==> src/cacheSys_params.svh <==
`ifndef CACHESYS_PARAMS_SVH
`define CACHESYS_PARAMS_SVH

// Bus and word widths
`define ADDR_WIDTH 32
`define DATA_WIDTH 32

// Cache geometry
// Words per line, also the refill burst length
`define LINE_WORDS 4
// Lines per cache
`define NUM_LINES 16

// Backing memory depth in words, addresses wrap
`define MEM_WORDS 1024

// Derived address fields
`define SEL_WIDTH (`DATA_WIDTH / 8)
`define BYTE_OFF_BITS $clog2(`SEL_WIDTH)
`define OFFSET_BITS $clog2(`LINE_WORDS)
`define INDEX_BITS $clog2(`NUM_LINES)
// Tag takes whatever is left above index and offset
`define TAG_BITS (`ADDR_WIDTH - `INDEX_BITS - `OFFSET_BITS - `BYTE_OFF_BITS)
`define MEM_ADDR_BITS $clog2(`MEM_WORDS)

`endif

==> src/cacheSysPkg.sv <==
package cacheSysPkg;

  // Cache controller states
  // Instruction side never enters StWrite
  typedef enum logic [1:0] {
    StIdle,
    // Line fetch, one word per bus beat
    StRefill,
    // Single write-through cycle
    StWrite
  } cacheStateT;

  // Who holds the shared bus
  typedef enum logic [1:0] {
    OwnerNone,
    OwnerInstr,
    OwnerData
  } busOwnerT;

endpackage

==> src/busArbiter.sv <==
`timescale 1ns/1ps
`include "cacheSys_params.svh"

module busArbiter
  import cacheSysPkg::*;
(
  input  logic                   clk,
  input  logic                   reset,
  // Instruction cache master
  input  logic                   iCyc,
  input  logic                   iStb,
  input  logic [`ADDR_WIDTH-1:0] iAdr,
  // Data cache master
  input  logic                   dCyc,
  input  logic                   dStb,
  input  logic                   dWe,
  input  logic [`SEL_WIDTH-1:0]  dSel,
  input  logic [`ADDR_WIDTH-1:0] dAdr,
  input  logic [`DATA_WIDTH-1:0] dDatW,
  output logic                   iAck,
  output logic                   dAck,
  // Memory slave side
  output logic                   memCyc,
  output logic                   memStb,
  output logic                   memWe,
  output logic [`SEL_WIDTH-1:0]  memSel,
  output logic [`ADDR_WIDTH-1:0] memAdr,
  output logic [`DATA_WIDTH-1:0] memDatW,
  input  logic                   memAck
);

  busOwnerT ownerQ;
  busOwnerT grant;

  // Free bus picks a new owner this cycle, data side first
  always_comb begin
    if (ownerQ != OwnerNone)
      grant = ownerQ;
    else if (dCyc)
      grant = OwnerData;
    else if (iCyc)
      grant = OwnerInstr;
    else
      grant = OwnerNone;
  end

  // Grant held for the owner's whole bus cycle
  always_ff @(posedge clk) begin
    if (reset) begin
      ownerQ <= OwnerNone;
    end else begin
      case (ownerQ)
        OwnerNone:  ownerQ <= grant;
        OwnerInstr: if (!iCyc) ownerQ <= OwnerNone;
        OwnerData:  if (!dCyc) ownerQ <= OwnerNone;
        default:    ownerQ <= OwnerNone;
      endcase
    end
  end

  // Owner's signals onto the slave
  always_comb begin
    memCyc = 1'b0;
    memStb = 1'b0;
    memWe  = 1'b0;
    memSel = '0;
    memAdr = '0;
    case (grant)
      OwnerData: begin
        memCyc = dCyc;
        memStb = dStb;
        memWe  = dWe;
        memSel = dSel;
        memAdr = dAdr;
      end
      OwnerInstr: begin
        memCyc = iCyc;
        memStb = iStb;
        memSel = '1;
        memAdr = iAdr;
      end
      default: ;
    endcase
  end

  // Only the data side ever writes
  assign memDatW = dDatW;

  // Waiting master sees no ack
  assign iAck = memAck && (grant == OwnerInstr);
  assign dAck = memAck && (grant == OwnerData);

  oneAckA: assert property (@(posedge clk) disable iff (reset)
    !(iAck && dAck))
    else $error("busArbiter: ack routed to both masters");

  ackToOwnerA: assert property (@(posedge clk) disable iff (reset)
    (iAck || dAck) |-> (ownerQ != OwnerNone))
    else $error("busArbiter: ack with no registered owner");

endmodule

==> config.mk <==
export PLATFORM = sky130hd
export DESIGN_NAME = busArbiter
export DESIGN_NICKNAME = d
export VERILOG_FILES = /design/src/cacheSysPkg.sv /design/src/busArbiter.sv
export VERILOG_INCLUDE_DIRS = /design/src /design/src/src
export SDC_FILE = /design/constraint.sdc
export NUM_CORES = 1
export LEC_CHECK = 0
export ABC_AREA = 1
export BUFFER_PORTS_ARGS = -buffer_cell sky130_fd_sc_hd__clkbuf_2
export CAP_MARGIN = 30
export CORE_ASPECT_RATIO = 0.5
export CORE_MARGIN = 10
export CORE_UTILIZATION = 27
export CTS_BUF_LIST = sky130_fd_sc_hd__clkbuf_8
export DETAILED_ROUTE_END_ITERATION = 12
export GPL_TIMING_DRIVEN = 1
export HOLD_SLACK_MARGIN = 0.03
export PLACE_DENSITY = 0.84
export SLEW_MARGIN = 40
export SYNTH_ARGS = -nofsm -noshare
export SYNTH_HDL_FRONTEND = slang
export SYNTH_SLANG_ARGS = --single-unit
==> constraint.sdc <==
create_clock -name clk -period 2.3 [get_ports clk]
set_input_delay 0.345 -clock clk [delete_from_list [all_inputs] [get_ports clk]]
set_output_delay 0.345 -clock clk [all_outputs]
set_load 0.01 [all_outputs]
==> results.py <==
metrics = {
    "setup_path": {
        "reg2reg_depth": 3,
        "crit_chain": "inv_1, nand3_1, nand2_1, ha_1, buf_4, a21oi_1, clkbuf_2",
        "startpoint_type": "flip-flop",
        "max_stage_delay_ps": 350,
        "critPathTopFamily": "buffers and inverters",
        "startpoint": "ownerQ[1]",
        "cp_slowest_cell": "dfxtp_1",
        "r2r-end": "ownerQ[0]",
        "critical_path_buf_inv_count": 3,
        "ff2ff_setup_slack_ps": 1660,
        "endpoint_kind": "output port",
        "arrival_ps": 1670,
        "timing.rr.start": "ownerQ[1]",
        "cp_max_fo": 37,
        "worstPathRequired_ps": 1960,
        "crit_type": "flip-flop to output port",
    },
    "global_route": {
        "grt_util_met1_pct": 9.50,
        "grt_max_degree": 40,
        "grt_pass1_wl_um": 6330,
        "antenna_found_initial": 0,
        "top_usage_layer": "met2",
        "grt_usage_pct": 11.3,
        "grt_overflow": 0,
        "first_global_vias": 1360,
        "met3_usage_pct": 2.16,
        "use_met2_pct": 25.1,
    },
    "clock_tree": {
        "cts_buffers": 3,
        "cts.path.max_buffers": 2,
        "cts_tree": "done",
        "cts-resized-gates": 0,
        "cts-root-buf": "clkbuf_8",
        "cts_sinks": 2,
        "h-tree-depth": 1,
        "clk_latency_ps": 210,
        "clkSlewWorstSetupHoldPaths_ps": 30,
        "postCtsHoldBufs": 0,
        "cts_setup_buffers": 0,
    },
    "timing": {
        "finalHoldViolations": 0,
        "fin_crit_sh_pct": 87.5,
        "slew_violations": 0,
        "fmax_mhz": 497,
        "layout_min_cycle_time_ps": 2010,
        "max_slew_margin_pct": 75.3,
        "skew_ps": 1.51,
        "setup_violations": 0,
        "worstMarginPinSlew_ps": 371,
        "rsz0062_at_grt": "no",
        "finalSetupTns_ps": 0,
    },
    "logic_synthesis": {
        "synth-seq-cells": 2,
        "syn_nets": 292,
        "synth_top_area_share_pct": 31.0,
        "ys_seq_area_share_pct": 4.14,
        "syn-instance-count": 182,
        "netlist_area_um2": 967,
        "syn_avg_cell_area_um2": 5.31,
        "synth_area_leader_cell": "nand2_1",
        "ys_warn_count": 0,
        "synth.distinct_cells": 13,
        "synth_area_leaders": "nand2_1 (31%), buf_4 (29%), a21oi_1 (18%)",
    },
    "layout": {
        "largest_reg_flops": 2,
        "fin_util_pct": 39.6,
        "reg_top3": "ownerQ: 2 flops",
        "drive_above_1_share_pct": 48.3,
        "final_area_um2": 1360,
        "antenna_cells": 0,
        "fin_cells": 312,
        "flow.area_growth_from_synthesis_pct": 40.5,
        "nets": 373,
        "nFillCells": 382,
        "regMostFlops": "ownerQ",
    },
    "floorplan": {
        "num_rows": 15,
        "die_h_um": 62.3,
        "die_w_um": 105,
        "dieArea_um2": 6520,
        "ios": 181,
        "initial_core_util_pct": 28.2,
        "core-area_um2": 3430,
    },
    "worst_hold_path": {
        "min_path_cells": 2,
        "hold_end": "ownerQ[1]",
        "min_from": "reset",
        "worstHoldPathType": "primary input to flip-flop",
    },
    "route": {
        "via_per_inst": 4.14,
        "drcViolationCount": 0,
        "ant_nets": 0,
        "drtIter0Drc": 44,
        "firstDrtPassIters": 4,
        "routedWlPerCell_um": 13.1,
        "vias": 1291,
        "wirelength_um": 4090,
    },
    "power": {
        "p_leak_nw": 0.797,
        "p_switching_mw": 0.218,
        "powerDensity_nw_per_um2": 372,
        "vdd_drop_max_mv": 0.360,
        "swShare_pct": 43.2,
        "power_mw": 0.505,
        "clock_power_share_pct": 27.6,
        "comb_power_share_pct": 64.8,
        "p_int_mw": 0.287,
        "pwr-share-seq_pct": 7.6,
    },
    "place": {
        "port_buffers": 116,
        "gp_congestion": 0.839,
        "place_hpwl_um": 3430,
        "placed_cells": 309,
        "placed_area_um2": 1320,
    },
    "flow_run": {
        "cap_violations": 0,
    },
    "run_status": {
        "run_status": "finished, final reports clean",
    },
}
[through the flow]
stage / hold WS, ps / setup slack (ps)
after CTS: 308 / 283
after floorplan: 422 / 579
after detailed placement: 477 / 354
after global routing: 339 / 150
after global placement: 478 / 381
final: 311 / 287
[synth_stat cells]
master	instances
nand2_1	80
clkbuf_1	1
a21oi_2	3
a21oi_1	35
buf_6	4
nor2_1	4
ha_1	2
nand3_1	2
inv_1	9
buf_2	2
dfxtp_1	2
nor3_1	1
buf_4	37
[power groups by stage]
stage	Combinational, mW	Clock, mW	Sequential, mW
global placement	0.327	0	0.0389
floorplan	0.248	0	0.0386
CTS	0.330	0.143	0.0385
global route	0.364	0.150	0.0389
finish	0.327	0.139	0.0385
detailed placement	0.329	0	0.0390
[routing by layer]
metal  vias to the layer above  wire, um
met5                         -         0
li1                        697         -
met1                       549      1300
met3                        11       200
met2                        34      2530
met4                         0        56
[worst max-delay path by stage]
stage	endpoint	slack (ps)	cells past startpoint
finish	memAdr[11]	290	7
global placement	memAdr[11]	380	8
floorplan	memAdr[10]	580	7
global route	memAdr[4]	150	7
CTS	memAdr[11]	280	7
detailed placement	memAdr[11]	350	8
[placed cells by master, fill, tap and decap left out, drive strengths merged]
cell    synthesis  final
a21oi          38     38
nor3            1      1
nand3           2      2
inv             9      9
buf            43      4
ha              2      2
dfxtp           2      2
clkbuf          1    119
nand2          80     80
nor2            4      4
[layout make-up]
cell class	count	area (um2)	share of cell area, %
Tap cell	51	63.8	4.70
Multi-Input combinational cell	127	557	41.0
Timing Repair Buffer	120	623	45.9
Clock buffer	3	41.3	3.04
Sequential cell	2	40.0	2.95
Inverter	9	33.8	2.49
[logic make-up (layout without fill, tap and decap cells)]
| group | Yosys count | after routing | share of synthesized area [%] |
|---|---|---|---|
| AO/OA/AOI/OAI | 38 | 38 | 20.8 |
| adder cells (fa/ha/maj) | 2 | 2 | 2.59 |
| buffers and inverters | 53 | 132 | 38.3 |
| AND/OR/NAND/NOR | 87 | 87 | 34.2 |
| flip-flops | 2 | 2 | 4.14 |
(Power assumes the default switching activity.)
