**src/cacheSys_params.svh**
```systemverilog
`ifndef CACHESYS_PARAMS_SVH
`define CACHESYS_PARAMS_SVH

// Bus and word widths
`define ADDR_WIDTH 32
`define DATA_WIDTH 32

// Cache geometry
// Words per line, also the refill burst length
`define LINE_WORDS 4
// Lines per cache
`define NUM_LINES 16

// Backing memory depth in words, addresses wrap
`define MEM_WORDS 1024

// Derived address fields
`define SEL_WIDTH (`DATA_WIDTH / 8)
`define BYTE_OFF_BITS $clog2(`SEL_WIDTH)
`define OFFSET_BITS $clog2(`LINE_WORDS)
`define INDEX_BITS $clog2(`NUM_LINES)
// Tag takes whatever is left above index and offset
`define TAG_BITS (`ADDR_WIDTH - `INDEX_BITS - `OFFSET_BITS - `BYTE_OFF_BITS)
`define MEM_ADDR_BITS $clog2(`MEM_WORDS)

`endif

```
**src/cacheSysPkg.sv**
```systemverilog
package cacheSysPkg;

  // Cache controller states
  // Instruction side never enters StWrite
  typedef enum logic [1:0] {
    StIdle,
    // Line fetch, one word per bus beat
    StRefill,
    // Single write-through cycle
    StWrite
  } cacheStateT;

  // Who holds the shared bus
  typedef enum logic [1:0] {
    OwnerNone,
    OwnerInstr,
    OwnerData
  } busOwnerT;

endpackage

```
**src/dataCache.sv**
```systemverilog
`timescale 1ns/1ps
`include "cacheSys_params.svh"

module dataCache
  import cacheSysPkg::*;
(
  input  logic                   clk,
  input  logic                   reset,
  input  logic                   invalidate,
  input  logic [`ADDR_WIDTH-1:0] adr,
  input  logic [`DATA_WIDTH-1:0] writeData,
  input  logic [`SEL_WIDTH-1:0]  byteMask,
  input  logic                   memWrite,
  input  logic                   memToReg,
  output logic [`DATA_WIDTH-1:0] readData,
  output logic                   stall,
  output logic                   cyc,
  output logic                   stb,
  output logic                   we,
  output logic [`SEL_WIDTH-1:0]  sel,
  output logic [`ADDR_WIDTH-1:0] wbAdr,
  output logic [`DATA_WIDTH-1:0] datW,
  input  logic [`DATA_WIDTH-1:0] datR,
  input  logic                   ack
);

  cacheStateT state;
  // Store just finished, lets the held request retire
  logic writeDone;

  logic [`NUM_LINES-1:0]  validBits;
  logic [`TAG_BITS-1:0]   tagArray  [`NUM_LINES];
  logic [`DATA_WIDTH-1:0] dataArray [`NUM_LINES*`LINE_WORDS];

  logic [`TAG_BITS-1:0]    adrTag;
  logic [`INDEX_BITS-1:0]  adrIndex;
  logic [`OFFSET_BITS-1:0] adrOffset;
  logic                    hit;

  logic [`TAG_BITS-1:0]    fillTag;
  logic [`INDEX_BITS-1:0]  fillIndex;
  logic [`OFFSET_BITS-1:0] wordCnt;

  assign adrTag    = adr[`ADDR_WIDTH-1 -: `TAG_BITS];
  assign adrIndex  = adr[`BYTE_OFF_BITS + `OFFSET_BITS +: `INDEX_BITS];
  assign adrOffset = adr[`BYTE_OFF_BITS +: `OFFSET_BITS];

  assign hit      = validBits[adrIndex] && (tagArray[adrIndex] == adrTag);
  assign readData = dataArray[{adrIndex, adrOffset}];

  // Stores always stall until the write is acked, loads only on a miss
  always_comb begin
    case (state)
      StIdle:  stall = (memWrite && !writeDone) || (memToReg && !hit);
      default: stall = 1'b1;
    endcase
  end

  // Wishbone master side
  assign cyc   = (state != StIdle);
  assign stb   = cyc;
  assign we    = (state == StWrite);
  assign sel   = we ? byteMask : '1;
  assign datW  = writeData;
  assign wbAdr = (state == StRefill) ?
                 {fillTag, fillIndex, wordCnt, {`BYTE_OFF_BITS{1'b0}}} :
                 {adr[`ADDR_WIDTH-1:`BYTE_OFF_BITS], {`BYTE_OFF_BITS{1'b0}}};

  always_ff @(posedge clk) begin
    if (reset) begin
      state     <= StIdle;
      writeDone <= 1'b0;
      validBits <= '0;
      wordCnt   <= '0;
    end else begin
      writeDone <= 1'b0;
      if (invalidate && state != StRefill)
        validBits <= '0;
      case (state)
        StIdle: begin
          // Store wins, a load miss starts a line fetch
          if (memWrite && !writeDone) begin
            state <= StWrite;
          end else if (memToReg && !hit) begin
            validBits[adrIndex] <= 1'b0;
            state               <= StRefill;
          end
        end
        StRefill: begin
          if (ack) begin
            wordCnt <= wordCnt + 1'b1;
            if (&wordCnt) begin
              validBits[fillIndex] <= 1'b1;
              state                <= StIdle;
            end
          end
        end
        StWrite: begin
          if (ack) begin
            writeDone <= 1'b1;
            state     <= StIdle;
          end
        end
        default: state <= StIdle;
      endcase
    end
  end

  always_ff @(posedge clk) begin
    if (state == StIdle && !(memWrite && !writeDone) && memToReg && !hit) begin
      fillTag   <= adrTag;
      fillIndex <= adrIndex;
    end
    if (state == StRefill && ack) begin
      dataArray[{fillIndex, wordCnt}] <= datR;
      if (&wordCnt)
        tagArray[fillIndex] <= fillTag;
    end
    // No allocate on a store miss, patch the cached copy on a hit
    if (state == StWrite && ack && hit) begin
      for (int b = 0; b < `SEL_WIDTH; b++) begin
        if (byteMask[b])
          dataArray[{adrIndex, adrOffset}][8*b +: 8] <= writeData[8*b +: 8];
      end
    end
  end

  // Core issues one kind of access at a time
  oneOpA: assert property (@(posedge clk) disable iff (reset)
    !(memWrite && memToReg))
    else $error("dataCache: load and store requested together");

  // Refill beats are reads
  refillReadA: assert property (@(posedge clk) disable iff (reset)
    (state == StRefill) |-> !we)
    else $error("dataCache: write enable during refill");

endmodule

```
**config.mk**
```make
export PLATFORM = sky130hd
export DESIGN_NAME = dataCache
export DESIGN_NICKNAME = d
export VERILOG_FILES = /design/src/cacheSysPkg.sv /design/src/dataCache.sv
export VERILOG_INCLUDE_DIRS = /design/src /design/src/src
export SDC_FILE = /design/constraint.sdc
export NUM_CORES = 2
export LEC_CHECK = 0
export BUFFER_PORTS_ARGS = -buffer_cell sky130_fd_sc_hd__buf_4
export CORE_MARGIN = 3
export CORE_UTILIZATION = 40
export CTS_CLUSTER_DIAMETER = 80
export CTS_CLUSTER_SIZE = 40
export DETAILED_ROUTE_END_ITERATION = 10
export HOLD_SLACK_MARGIN = 0.15
export PLACE_DENSITY = 0.56
export SYNTH_ARGS = -nofsm -noshare
export SYNTH_HDL_FRONTEND = slang
export SYNTH_SLANG_ARGS = --single-unit
```
**constraint.sdc**
```tcl
create_clock -name clk -period 10.15 [get_ports clk]
set_input_delay 0.5075 -clock clk [delete_from_list [all_inputs] [get_ports clk]]
set_output_delay 0.5075 -clock clk [all_outputs]
set_load 0.02 [all_outputs]
```
==> impl_results.md <==
- FP Rows: 180
- Clock power frac: 33.2%
- Number of fill cells: between 20k and 25k
- CTS Buf Count: between 100 and 150
- Mean routed wirelength per cell: approximately 33 um
- RR Startpoint: tagArray[2][1]
- Hold Path End: dataArray[47][3]
- TritonCTS clock tree: yes
- Worst Max-Slew Pin Slew: roughly 1.3 ns
- Sw Share: between 20% and 30%
- Synthesized cell area: 0.0976 mm2
- Max Fclk: between 100 and 150 MHz
- 1st-iter DRT viols: roughly 6.5k
- Reg2reg end: dataArray[34][10]
- Largest net degree at the start of global routing: 110
- Warnings, synthesis: 0
- Post-place setup slack: around 2.6 ns
- Post-DRT Antenna Nets: 0
- Most frequent cells in the layout: edfxtp_1 (2460), mux4_2 (611), nor2_1 (415)
- Max-Cap Viols: 0
- WL final: approximately 270000 um
- Fraction of registers with async set/reset: 0%
- Die area: between 0.2 and 0.25 mm2
- Mapped Cells: between 4k and 5k
- Final setup viols: 0
- Setup Skew: 0.0652 ns
- Count of input and output buffers: between 200 and 250
- First-pass GRT wire length: ~380000 um
- Min Hold Slack: 0.186 ns
- Worst Hold Launch: writeData[3]
- Core area: about 0.24 mm2
- Worst Path Required: 10.59 ns
- Int Pwr: about 14 mW
- Critical-path cell with the highest stage delay: mux2i_2
- Worst setup slack after layout: between 3 and 4 ns
- Top Ports: between 200 and 250
- Worst path cell trace: clkbuf_8 > nor2b_2 > a22oi_1 > a21o_1 > a221oi_1 > o211ai_1 > or4_1 > nor4_2 > buf_12 > mux2i_2 > nor2_1
- Flop pwr share: between 60% and 70%
- RePlAce Congestion: 0.868
- Dominant cell type by area after synthesis: edfxtp_1
- Vias in the first global route: between 40k and 50k
- Synth top area share: 75.7%
- Critical Path AT: 7.16 ns
- CTS Root Cell: clkbuf_16
- Overall routing resource usage: between 20% and 30%
- CTS clock-pin slew for the worst setup and hold paths: around 0.12 ns
- Power per Cell Area: 173 mW/mm2
- Placed insts: roughly 7.9k
- Most common cell after layout, fill and taps aside: edfxtp_1
- Share of cells above drive strength 1: approximately a quarter
- Hold depth: 2
- Drt drc: 0
- TritonRoute pass-1 iters: 8
- Period Utilization, post-route: about two thirds
- Fin Setup TNS: 0 ns
- Logic pwr share: about 6.3%
- CP Capture Type: register
- Unique masters post-synth: 66
- Finished Layout Cells: 8184
- Register area share after synthesis: 76.1%
- Die width: ~500 um
- Status: complete, no violations
- RSZ-0062 raised after global routing: no
- Design area: 0.108 mm2
- Pleak: 32.7 nW
- NetSw: around 4.5 mW
- Postcts setup bufs: 0
- Insertion delay to the later sink of the worst-skew pair: between 0.8 and 0.9 ns
- Worst slew margin: a little under an eighth
- Initial core utilization: approximately 40%
- Placed cell area: around 0.10 mm2
- Final min period: about 6.7 ns
- Worst R2R Setup Slack: 3.94 ns
- NumNets Final: between 4k and 5k
- Htree depth: 3
- Top post-synthesis cells by area: edfxtp_1 (76%), mux4_2 (14%), mux2i_1 (1.9%)
- Worst hold path class: input pin to register
- Clk buf depth: 3
- Yosys reg bits: around 2.5k
- CP Launch Type: input pin
- DR vias/cell: approximately 5.9
- CP max FO: 93
- Area growth syn-to-layout: 10.7%
- Critical path type: input pin to register
- Maximum vdd drop: 0.143 mV
- GRT overflow: 0
- EDFF count, synth: around 2.5k
- Final HPWL DP: roughly 170000 um
- Reg2Reg Depth: 10
- Final hold vios: 0
- Slowest stage delay, CP: ~1.1 ns
- Main flop type after synthesis: edfxtp_1
- Die height: 500 um
- Clk sinks: roughly 2.5k
- Mean Syn Cell Area: 20.8 um2
- Vias: a little under 50k
- Initial antenna violation count: 13
- Slew Limit Fails: 0
## routing by layer
layer,GRT usage (%),wire length (um)
met5,0,0
met1,30.9,113000
met2,34.3,130000
met4,5.55,7620
met3,3.84,22100
## how the worst max path moves through the flow
stage,start,to,cells past startpoint
final,adr[5],dataArray[34][10],11
after global routing,adr[4],dataArray[45][3],13
after CTS,adr[4],dataArray[45][3],13
after detailed placement,adr[4],dataArray[45][7],13
after global placement,adr[4],dataArray[44][1],13
after floorplan,adr[5],dataArray[0][10],13
## registers in the layout, indices dropped and copies added (netlist names)
register	cells
validBits	16
wordCnt	2
dataArray	2048
state	2
fillIndex	4
tagArray	384
writeDone	1
fillTag	24
## cell type report
class	instances	area (um2)	area share (%)
antenna	7	17.5	0.0162
clock buffer	118	2910	2.69
clock inverter	102	1530	1.41
inverter	13	48.8	0.0452
multi-input combinational	1899	22200	20.5
sequential	2481	74300	68.8
tap	3185	3990	3.69
timing repair buffer	379	3050	2.82
## synthesized netlist by cell type, types with 3 or more instances
master,count
buf_4,47
xnor2_1,18
a21oi_1,23
mux2_2,10
nand2_1,118
or3_1,5
nor3_1,18
a31oi_4,4
a311oi_1,3
edfxtp_1,2460
nand4_1,26
a211o_1,11
dfxtp_1,21
nand3_1,18
buf_1,69
o22ai_1,11
a22oi_1,170
inv_1,12
xor2_1,6
a31oi_1,12
nor2_1,446
buf_2,36
a21o_1,5
buf_6,10
nand2b_1,14
nor2b_1,11
mux2i_1,186
o211ai_1,9
o21ai_0,40
a211oi_1,3
mux2_1,32
a22o_1,19
clkbuf_1,142
mux4_2,611
o2111ai_1,6
nand3b_1,7
and2_1,4
a221oi_1,17
or3b_2,3
## critical path: cells and delay by family
family / cells / cell delay, ns
muxes: 1 / 1.14
AOI/OAI and AO/OA: 4 / 1.25
and+or+nand+nor: 4 / 2.82
buffers and inverters: 2 / 1.13
## what timing repair did
action	in CTS	in global routing
hold buffers	31	0
hold endpoints to repair	38	0
resized for setup	0	0
## metrics by stage
step           power (mW)  util [%]
2_1_floorplan        12.2         -
6_report             18.6      44.7
4_1_cts              18.8      44.7
5_1_grt              19.2      44.7
3_3_place_gp         12.7      42.7
3_5_place_dp         12.7      42.7
## kinds of logic (layout without fill, tap and decap cells)
family	after synthesis	in the layout	share of synthesized area (%)
other	1	9	0.00384
AND/OR/NAND/NOR	681	681	2.91
AO/OA/AOI/OAI	352	352	2.68
flip-flops	2481	2481	76.1
multiplexers	839	839	16.5
adder cells (fa/ha/maj)	1	1	0.0128
buffers and inverters	319	612	1.55
XOR/XNOR	24	24	0.215
## power by group through the flow
stage | registers [mW] | clock network, mW | logic (mW)
after CTS | 11.3 | 6.31 | 1.19
after detailed placement | 11.5 | 0 | 1.18
after global routing | 11.3 | 6.66 | 1.23
final | 11.3 | 6.19 | 1.17
after global placement | 11.5 | 0 | 1.16
after floorplan | 11.5 | 0 | 0.669
(Power assumes the default switching activity.)
